--- config.mk ---
export PLATFORM = sky130hd
export DESIGN_NAME = synth_top
export DESIGN_NICKNAME = d
export VERILOG_FILES = /design/src/synth_pkg.sv /design/src/uart_cmd_rx.sv /design/src/synth_ctrl.sv /design/src/note_divider.sv /design/src/osc_bank.sv /design/src/i2s_tx.sv /design/src/synth_top.sv
export SDC_FILE = /design/constraint.sdc
export NUM_CORES = 1
export LEC_CHECK = 0
export ABC_AREA = 1
export BUFFER_PORTS_ARGS = -buffer_cell sky130_fd_sc_hd__buf_2
export CAP_MARGIN = 20
export CORE_MARGIN = 5
export CORE_UTILIZATION = 38
export CTS_BUF_LIST = sky130_fd_sc_hd__clkbuf_4
export DETAILED_ROUTE_END_ITERATION = 8
export SLEW_MARGIN = 5
export SYNTH_ARGS = -nofsm -noshare
export SYNTH_HDL_FRONTEND = slang
export SYNTH_SLANG_ARGS = --single-unit
--- constraint.sdc ---
create_clock -name clk -period 3.11 [get_ports clk]
set_input_delay 0.311 -clock clk [delete_from_list [all_inputs] [get_ports clk]]
set_output_delay 0.311 -clock clk [all_outputs]
set_load 0.03 [all_outputs]
--- src/synth_pkg.sv ---
package synth_pkg;

    localparam int sample_w  = 8;        // Oscillator sample width
    localparam int note_w    = 6;        // Note number width
    localparam int div_w     = 24;       // Divider counter width
    localparam int num_notes = 60;       // C2 through B6

    // A4, octave 6 entry for A shifted left by two
    localparam logic [div_w-1:0] default_note_div = 24'd28360;

    // Octave 6 dividers, C through B
    localparam logic [div_w-1:0] note_base [12] = '{
        24'd11969,  // C
        24'd11272,  // C#
        24'd10642,  // D
        24'd10044,  // D#
        24'd9470,   // E
        24'd8948,   // F
        24'd8445,   // F#
        24'd7972,   // G
        24'd7518,   // G#
        24'd7090,   // A
        24'd6719,   // A#
        24'd6358    // B
    };

    // Letter commands
    localparam logic [7:0] cmd_noise_on  = 8'h4E;  // N
    localparam logic [7:0] cmd_noise_off = 8'h46;  // F
    localparam logic [7:0] cmd_tri       = 8'h54;  // T
    localparam logic [7:0] cmd_saw       = 8'h53;  // S
    localparam logic [7:0] cmd_sqr       = 8'h51;  // Q

    typedef enum logic [1:0] {
        wave_tri = 2'd0,
        wave_saw = 2'd1,
        wave_sqr = 2'd2
    } wave_e;

    // Same received byte, seen as a letter or as a note select
    typedef union packed {
        logic [7:0] code;
        struct packed {
            logic [7-note_w:0] pad;  // Ignored for notes
            logic [note_w-1:0] note;
        } fields;
    } cmd_byte_u;

    localparam logic [15:0] lfsr_seed = 16'hACE1;  // Noise LFSR start value

endpackage

--- src/uart_cmd_rx.sv ---
`timescale 1ns/1ps

module uart_cmd_rx #(
    parameter int clks_per_bit = 434
) (
    input  logic       clk,
    input  logic       rst_n,
    input  logic       rx,
    output logic [7:0] byte_data,
    output logic       byte_valid
);

    localparam int cnt_w = $clog2(clks_per_bit + 1);
    localparam logic [cnt_w-1:0] bit_last  = cnt_w'(clks_per_bit - 1);
    localparam logic [cnt_w-1:0] half_last = cnt_w'(clks_per_bit / 2 - 1);

    localparam logic [1:0] st_idle  = 2'd0;
    localparam logic [1:0] st_start = 2'd1;
    localparam logic [1:0] st_data  = 2'd2;
    localparam logic [1:0] st_stop  = 2'd3;

    logic             rx_meta;
    logic             rx_sync;
    logic             rx_prev;  // For falling edge detect
    logic [1:0]       state;
    logic [cnt_w-1:0] bit_cnt;  // Cycles within the current bit
    logic [2:0]       bit_idx;  // Data bit number

    // Two-flop synchronizer plus one edge-detect stage
    always_ff @(posedge clk) begin
        if (!rst_n) begin
            rx_meta <= 1'b1;
            rx_sync <= 1'b1;
            rx_prev <= 1'b1;
        end else begin
            rx_meta <= rx;
            rx_sync <= rx_meta;
            rx_prev <= rx_sync;
        end
    end

    always_ff @(posedge clk) begin
        if (!rst_n) begin
            state      <= st_idle;
            bit_cnt    <= '0;
            bit_idx    <= '0;
            byte_valid <= 1'b0;
        end else begin
            byte_valid <= 1'b0;
            case (state)
                st_idle: begin
                    if (rx_prev && !rx_sync) begin
                        state   <= st_start;
                        bit_cnt <= '0;
                    end
                end
                st_start: begin
                    if (bit_cnt == half_last) begin
                        bit_cnt <= '0;
                        bit_idx <= '0;
                        state   <= rx_sync ? st_idle : st_data;  // Glitch rejects
                    end else begin
                        bit_cnt <= bit_cnt + 1'b1;
                    end
                end
                st_data: begin
                    if (bit_cnt == bit_last) begin
                        bit_cnt <= '0;
                        bit_idx <= bit_idx + 1'b1;
                        if (bit_idx == 3'd7) begin
                            state <= st_stop;
                        end
                    end else begin
                        bit_cnt <= bit_cnt + 1'b1;
                    end
                end
                default: begin
                    if (bit_cnt == bit_last) begin
                        byte_valid <= rx_sync;  // Framing error drops the byte
                        state      <= st_idle;
                    end else begin
                        bit_cnt <= bit_cnt + 1'b1;
                    end
                end
            endcase
        end
    end

    // LSB first, so shift in from the top
    always_ff @(posedge clk) begin
        if (state == st_data && bit_cnt == bit_last) begin
            byte_data <= {rx_sync, byte_data[7:1]};
        end
    end

endmodule

--- src/synth_ctrl.sv ---
`timescale 1ns/1ps

module synth_ctrl (
    input  logic                        clk,
    input  logic                        rst_n,
    input  logic [7:0]                  byte_data,
    input  logic                        byte_valid,
    output synth_pkg::wave_e            wave_sel,
    output logic                        noise_en,
    output logic [synth_pkg::note_w-1:0] note
);

    synth_pkg::cmd_byte_u cmd;

    assign cmd = byte_data;

    always_ff @(posedge clk) begin
        if (!rst_n) begin
            wave_sel <= synth_pkg::wave_tri;
            noise_en <= 1'b0;
            note     <= '0;
        end else if (byte_valid) begin
            case (cmd.code)
                synth_pkg::cmd_noise_on: begin
                    noise_en <= 1'b1;
                end
                synth_pkg::cmd_noise_off: begin
                    noise_en <= 1'b0;
                end
                synth_pkg::cmd_tri: begin
                    wave_sel <= synth_pkg::wave_tri;
                end
                synth_pkg::cmd_saw: begin
                    wave_sel <= synth_pkg::wave_saw;
                end
                synth_pkg::cmd_sqr: begin
                    wave_sel <= synth_pkg::wave_sqr;
                end
                default: begin
                    // Note select also falls back to plain triangle
                    note     <= cmd.fields.note;
                    wave_sel <= synth_pkg::wave_tri;
                    noise_en <= 1'b0;
                end
            endcase
        end
    end

endmodule

--- src/note_divider.sv ---
`timescale 1ns/1ps

module note_divider #(
    parameter int div_shift = 0
) (
    input  logic                         clk,
    input  logic                         rst_n,
    input  logic [synth_pkg::note_w-1:0] note,
    output logic                         tick
);

    logic [3:0]                        semi;     // Note within octave
    logic [2:0]                        octave;   // 0 is octave 2
    logic [2:0]                        up_shift;
    logic [synth_pkg::div_w-1:0]       base_div;
    logic [synth_pkg::div_w-1:0]       div_val;
    logic [synth_pkg::div_w-1:0]       cnt;
    logic [synth_pkg::note_w-1:0]      note_q;

    always_comb begin
        semi     = 4'(note % 12);
        octave   = 3'(note / 12);
        up_shift = 3'd4 - octave;
        if (note < synth_pkg::num_notes) begin
            base_div = synth_pkg::note_base[semi] << up_shift;
        end else begin
            base_div = synth_pkg::default_note_div;  // Out-of-range notes play A4
        end
        div_val = base_div >> div_shift;
    end

    // Down counter, period is div_val plus one
    always_ff @(posedge clk) begin
        if (!rst_n) begin
            cnt    <= div_val;
            note_q <= '0;
            tick   <= 1'b0;
        end else if (note != note_q) begin
            note_q <= note;      // New note restarts the period
            cnt    <= div_val;
            tick   <= 1'b0;
        end else if (cnt == '0) begin
            cnt  <= div_val;
            tick <= 1'b1;
        end else begin
            cnt  <= cnt - 1'b1;
            tick <= 1'b0;
        end
    end

endmodule

--- src/osc_bank.sv ---
`timescale 1ns/1ps

module osc_bank (
    input  logic                           clk,
    input  logic                           rst_n,
    input  logic                           tick,
    input  synth_pkg::wave_e               wave_sel,
    input  logic                           noise_en,
    output logic [synth_pkg::sample_w-1:0] sample
);

    localparam logic [synth_pkg::sample_w-1:0] full_scale = '1;

    logic [synth_pkg::sample_w-1:0] tri_cnt;
    logic                           tri_up;   // Triangle direction
    logic [synth_pkg::sample_w-1:0] saw_cnt;
    logic                           sqr_bit;
    logic [15:0]                    lfsr;
    logic                           lfsr_fb;

    // Triangle, dwells one extra tick at each peak
    always_ff @(posedge clk) begin
        if (!rst_n) begin
            tri_cnt <= '0;
            tri_up  <= 1'b1;
        end else if (tick) begin
            if (tri_up) begin
                if (tri_cnt != full_scale) begin
                    tri_cnt <= tri_cnt + 1'b1;
                end else begin
                    tri_up <= 1'b0;
                end
            end else begin
                if (tri_cnt != '0) begin
                    tri_cnt <= tri_cnt - 1'b1;
                end else begin
                    tri_up <= 1'b1;
                end
            end
        end
    end

    // Sawtooth wraps at full scale
    always_ff @(posedge clk) begin
        if (!rst_n) begin
            saw_cnt <= '0;
        end else if (tick) begin
            saw_cnt <= saw_cnt + 1'b1;
        end
    end

    always_ff @(posedge clk) begin
        if (!rst_n) begin
            sqr_bit <= 1'b0;
        end else if (tick) begin
            sqr_bit <= ~sqr_bit;
        end
    end

    assign lfsr_fb = lfsr[15] ^ lfsr[13] ^ lfsr[12] ^ lfsr[10];  // Taps 16,14,13,11

    always_ff @(posedge clk) begin
        if (!rst_n) begin
            lfsr <= synth_pkg::lfsr_seed;
        end else if (tick) begin
            lfsr <= {lfsr[14:0], lfsr_fb};
        end
    end

    always_comb begin
        if (noise_en) begin
            sample = lfsr[15:16-synth_pkg::sample_w];  // Upper byte
        end else begin
            case (wave_sel)
                synth_pkg::wave_saw: sample = saw_cnt;
                synth_pkg::wave_sqr: sample = sqr_bit ? full_scale : '0;
                default:             sample = tri_cnt;
            endcase
        end
    end

endmodule

--- src/i2s_tx.sv ---
`timescale 1ns/1ps

module i2s_tx (
    input  logic                           clk,
    input  logic                           rst_n,
    input  logic [synth_pkg::sample_w-1:0] sample,
    output logic                           sck,
    output logic                           ws,
    output logic                           sd
);

    localparam int word_w = 2 * synth_pkg::sample_w;

    logic [3:0]        bit_cnt;  // Bits sent in the current word
    logic [word_w-1:0] shreg;
    logic [word_w-1:0] word_in;

    assign word_in = {sample, sample};  // Same byte in both halves

    always_ff @(posedge clk) begin
        if (!rst_n) begin
            sck     <= 1'b0;
            ws      <= 1'b0;
            sd      <= 1'b0;
            bit_cnt <= '0;
            shreg   <= '0;
        end else begin
            sck <= ~sck;
            if (sck) begin                 // Falling edge of sck
                bit_cnt <= bit_cnt + 1'b1;
                if (bit_cnt == 4'd15) begin
                    // Word boundary, MSB of the new word goes out now
                    ws    <= ~ws;
                    sd    <= word_in[word_w-1];
                    shreg <= {word_in[word_w-2:0], 1'b0};
                end else begin
                    sd    <= shreg[word_w-1];
                    shreg <= {shreg[word_w-2:0], 1'b0};
                end
            end
        end
    end

endmodule

--- src/synth_top.sv ---
`timescale 1ns/1ps

module synth_top #(
    parameter int clks_per_bit = 434,
    parameter int div_shift    = 0
) (
    input  logic                         clk,
    input  logic                         rst_n,
    input  logic                         rx,
    output logic                         sck,
    output logic                         ws,
    output logic                         sd,
    output synth_pkg::wave_e             wave_sel,
    output logic                         noise_en,
    output logic [synth_pkg::note_w-1:0] note
);

    logic [7:0]                     byte_data;
    logic                           byte_valid;
    logic                           tick;
    logic [synth_pkg::sample_w-1:0] sample;

    uart_cmd_rx #(
        .clks_per_bit (clks_per_bit)
    ) u_rx (
        .clk        (clk),
        .rst_n      (rst_n),
        .rx         (rx),
        .byte_data  (byte_data),
        .byte_valid (byte_valid)
    );

    // Settings drive the status pins directly
    synth_ctrl u_ctrl (
        .clk        (clk),
        .rst_n      (rst_n),
        .byte_data  (byte_data),
        .byte_valid (byte_valid),
        .wave_sel   (wave_sel),
        .noise_en   (noise_en),
        .note       (note)
    );

    note_divider #(
        .div_shift (div_shift)
    ) u_div (
        .clk   (clk),
        .rst_n (rst_n),
        .note  (note),
        .tick  (tick)
    );

    osc_bank u_osc (
        .clk      (clk),
        .rst_n    (rst_n),
        .tick     (tick),
        .wave_sel (wave_sel),
        .noise_en (noise_en),
        .sample   (sample)
    );

    i2s_tx u_i2s (
        .clk    (clk),
        .rst_n  (rst_n),
        .sample (sample),
        .sck    (sck),
        .ws     (ws),
        .sd     (sd)
    );

endmodule

==> impl_metrics.csv <==
group,metric,value,unit
critical_path,rr_worst_depth,15,
critical_path,cpMostUsedCell,"inv_1",
route,postRouteWirelength,14700,um
critical_path,r2r-start,"u_ctrl.note[4]",
logic_synthesis,yosys_warnings,0,
route,first_pass_iters,6,
critical_path,reg2reg_slack,0.38,ns
critical_path,worstSetupPathType,"reg2reg",
power,p_total,3.17,mW
placement,dpl_cell_area,6930,um2
logic_synthesis,synth_top_area_cell,"dfxtp_1",
logic_synthesis,synth_top_area_share,34.3,%
critical_path,critical-path-slowest-cell,"dfxtp_1",
timing,setup_slack,0.381,ns
timing,fin_worst_skew,0.0199,ns
global_routing,grt_first_pass_wirelength,25200,um
placement,dp.cells,1167,
critical_path,path_delay_family,"simple AND/OR/NAND/NOR gates",
global_routing,antenna_found_initial,2,
layout,postLayoutCoreUtil,42.1,%
logic_synthesis,ys_ff_latch,122,
placement,io_buffers,14,
placement,hpwl,10700,um
global_routing,grt_pass1_vias,5470,
logic_synthesis,postSynthCellCount,949,
logic_synthesis,synthTopCellsByArea,"dfxtp_1 34%, nand2_1 10%, nand3_1 6.8%, a21oi_1 6.7%, inv_1 6.0%",
floorplanning,die_area,20200,um2
timing,hold_viol,0,
critical_path,max_stage_delay,0.47,ns
timing,fin_hold_ws,0.309,ns
min_path,worst_hold_path_type,"in2reg",
floorplanning,coreArea,17200,um2
timing,max_clock_freq,0.366,GHz
layout,layout_common_cells,"177 x nand2_1, 113 x dfxtp_1, 107 x inv_1",
logic_synthesis,synth_nets,984,
floorplanning,chipWidth,142,um
critical_path,crit_start,"u_ctrl.note[4]",
power,p_per_area,437,nW/um2
run_status,status,"finished, final reports clean",
timing,period_share,87.7,%
timing,relSlewSlack,55.1,%
clock_network,numCtsBuffers,17,
job,cap_violations,0,
route,num_vias,5949,
critical_path,start_kind,"flop",
critical_path,cp_data_required_time,3.53,ns
global_routing,grt_max_degree,63,
critical_path,endpoint,"u_div.cnt[10]",
layout,layout_commonest_cell,"nand2_1",
critical_path,cp.depth,15,
global_routing,overflow,0,
timing,worst_slew_pin_slew,0.673,ns
floorplanning,start_util,38.6,%
clock_network,htreeDepth,4,
critical_path,end_kind,"flop",
clock_network,clk_pin_slew,0.11,ns
clock_network,root_buffer,"clkbuf_4",
clock_network,clockBufferDepth,2,
timing,rsz0062_at_grt,"no",
global_routing,track_usage,15.0,%
critical_path,r2r_end,"u_div.cnt[10]",
layout,fin_nets,997,
layout,finalInstanceArea,7260,um2
floorplanning,rows,48,
critical_path,cp.buffers_inverters,4,
timing,setup_viol,0,
layout,final_cells,1203,
placement,place_ws,0.340,ns
timing,finalSetupTns,0,ns
route,drc_errors,0,
logic_synthesis,syn-cell-area,6650,um2
floorplanning,num_io_pins,15,
timing,drv_slew,0,
logic_synthesis,synth_cell_types,39,
route,via_per_inst,4.95,
clock_network,clkSinkCount,122,
placement,gp_congestion,0.871,
critical_path,arrival,3.15,ns
power,vdd_drop_max,0.000281,V
floorplanning,chipHeight,142,um
critical_path,worstPathMaxFanout,17,
layout,drive_gt1_share,7.59,%
logic_synthesis,avgSynthCellArea,7.01,um2
layout,area_delta_synth_final,9.20,%
critical_path,path_cells,"inv_1 > ha_1 > a21oi_1 > nor2_2 > nand2_4 > inv_1 > ha_1 > xnor2_1 > inv_1 > nor2_1 > nand2_1 > clkinv_1 > nand3_1 > nand2_1 > nor2_1",
route,wl_per_cell,12.3,um
timing,period_minus_slack,2.73,ns
clock_network,cts_tree,"yes",
power,leakage,3.27,nW
route,ant_nets,0,
clock_network,clk_latency,0.53,ns
logic_synthesis,yosysSeqAreaShare,37.9,%
route,drtIter0Drc,437,
flip-flops by register name, summed over array words and instances, names as in the netlist, 2 cells and up:
| name | flops |
|---|---|
| u_osc.lfsr | 16 |
| u_i2s.shreg | 15 |
| u_i2s.bit_cnt | 4 |
| u_rx.state | 2 |
| u_div.note_q | 6 |
| u_osc.saw_cnt | 8 |
| u_ctrl.note | 6 |
| u_ctrl.wave_sel | 2 |
| u_div.cnt | 24 |
| u_rx.bit_cnt | 9 |
| u_osc.tri_cnt | 8 |
| u_rx.byte_data | 8 |
| u_rx.bit_idx | 3 |
worst min-delay path by stage:
stage / slack, ns / cells past startpoint / startpoint / end
floorplan: 0.39 / 1 / u_rx.rx_meta / u_rx.rx_sync
global placement: 0.39 / 1 / u_rx.rx_meta / u_rx.rx_sync
detailed placement: 0.40 / 1 / u_rx.rx_meta / u_rx.rx_sync
CTS: 0.24 / 4 / rst_n / u_i2s.sck
global route: 0.26 / 4 / rst_n / u_i2s.sck
finish: 0.31 / 4 / rst_n / u_i2s.sck
synthesized netlist by cell type:
master / n
inv_4: 1
nand2_1: 177
ha_1: 31
nand2_2: 3
a22oi_1: 2
nor4_1: 6
clkinv_1: 6
nor3b_1: 2
o21a_1: 2
edfxtp_1: 8
a211oi_1: 4
o21ai_1: 1
dfxtp_1: 114
buf_2: 3
nor3_1: 20
o211ai_1: 6
nand2_4: 4
a21oi_2: 1
or2_1: 1
nand4_1: 21
nand3_1: 90
nor2_1: 104
nor2_2: 1
or2_2: 4
clkbuf_1: 22
fa_1: 1
buf_1: 2
o21ai_0: 73
xnor2_1: 14
nand3b_1: 1
nand3_2: 2
o221ai_1: 1
a21oi_1: 89
o22ai_1: 2
a31oi_1: 3
xor2_1: 15
inv_2: 2
inv_1: 107
buf_6: 3
tightest hold or removal path: cells and delay by family:
kind / cells / cell delay (ns)
buffers and inverters: 3 / 0.39
AND/OR/NAND/NOR: 1 / 0.10
layer usage:
metal	share of wire (%)	global-route usage, %	vias to the layer above
met3	3.6	3.73	16
met5	0	0	-
met1	50	19.8	2662
met4	1.1	4.49	0
li1	-	-	3176
met2	46	24.3	95
area by class of cell:
class / count / area [um2]
inverters: 116 / 442
diodes: 3 / 7.51
repair buffers: 24 / 148
well taps: 225 / 282
multi-input cells: 681 / 3550
clock buffers: 19 / 143
fillers: 1811 / 9980
flip-flops and latches: 122 / 2520
clock inverters: 13 / 166
report_power, final:
| group | switching (mW) | internal, mW |
|---|---|---|
| clock | 0.625 | 0.582 |
| combinational | 0.196 | 0.102 |
| sequential | 0.0363 | 1.63 |
kinds of logic after synthesis:
group                    Yosys count  synth area share, %
buffers and inverters            146                 8.68
adder cells (fa/ha/maj)           32                 6.13
XOR/XNOR                          29                 3.82
AO/OA/AOI/OAI                    184                 14.6
flip-flops                       122                 37.9
AND/OR/NAND/NOR                  436                 28.8
timing repair:
item                                    4_1_cts  5_1_grt
hold endpoints to repair                      1        0
hold buffers                                  1        0
endpoints found under the setup margin        0       10
resized for setup                             0        2
setup buffers                                 0        0
Power figures use the tool's default switching activity.
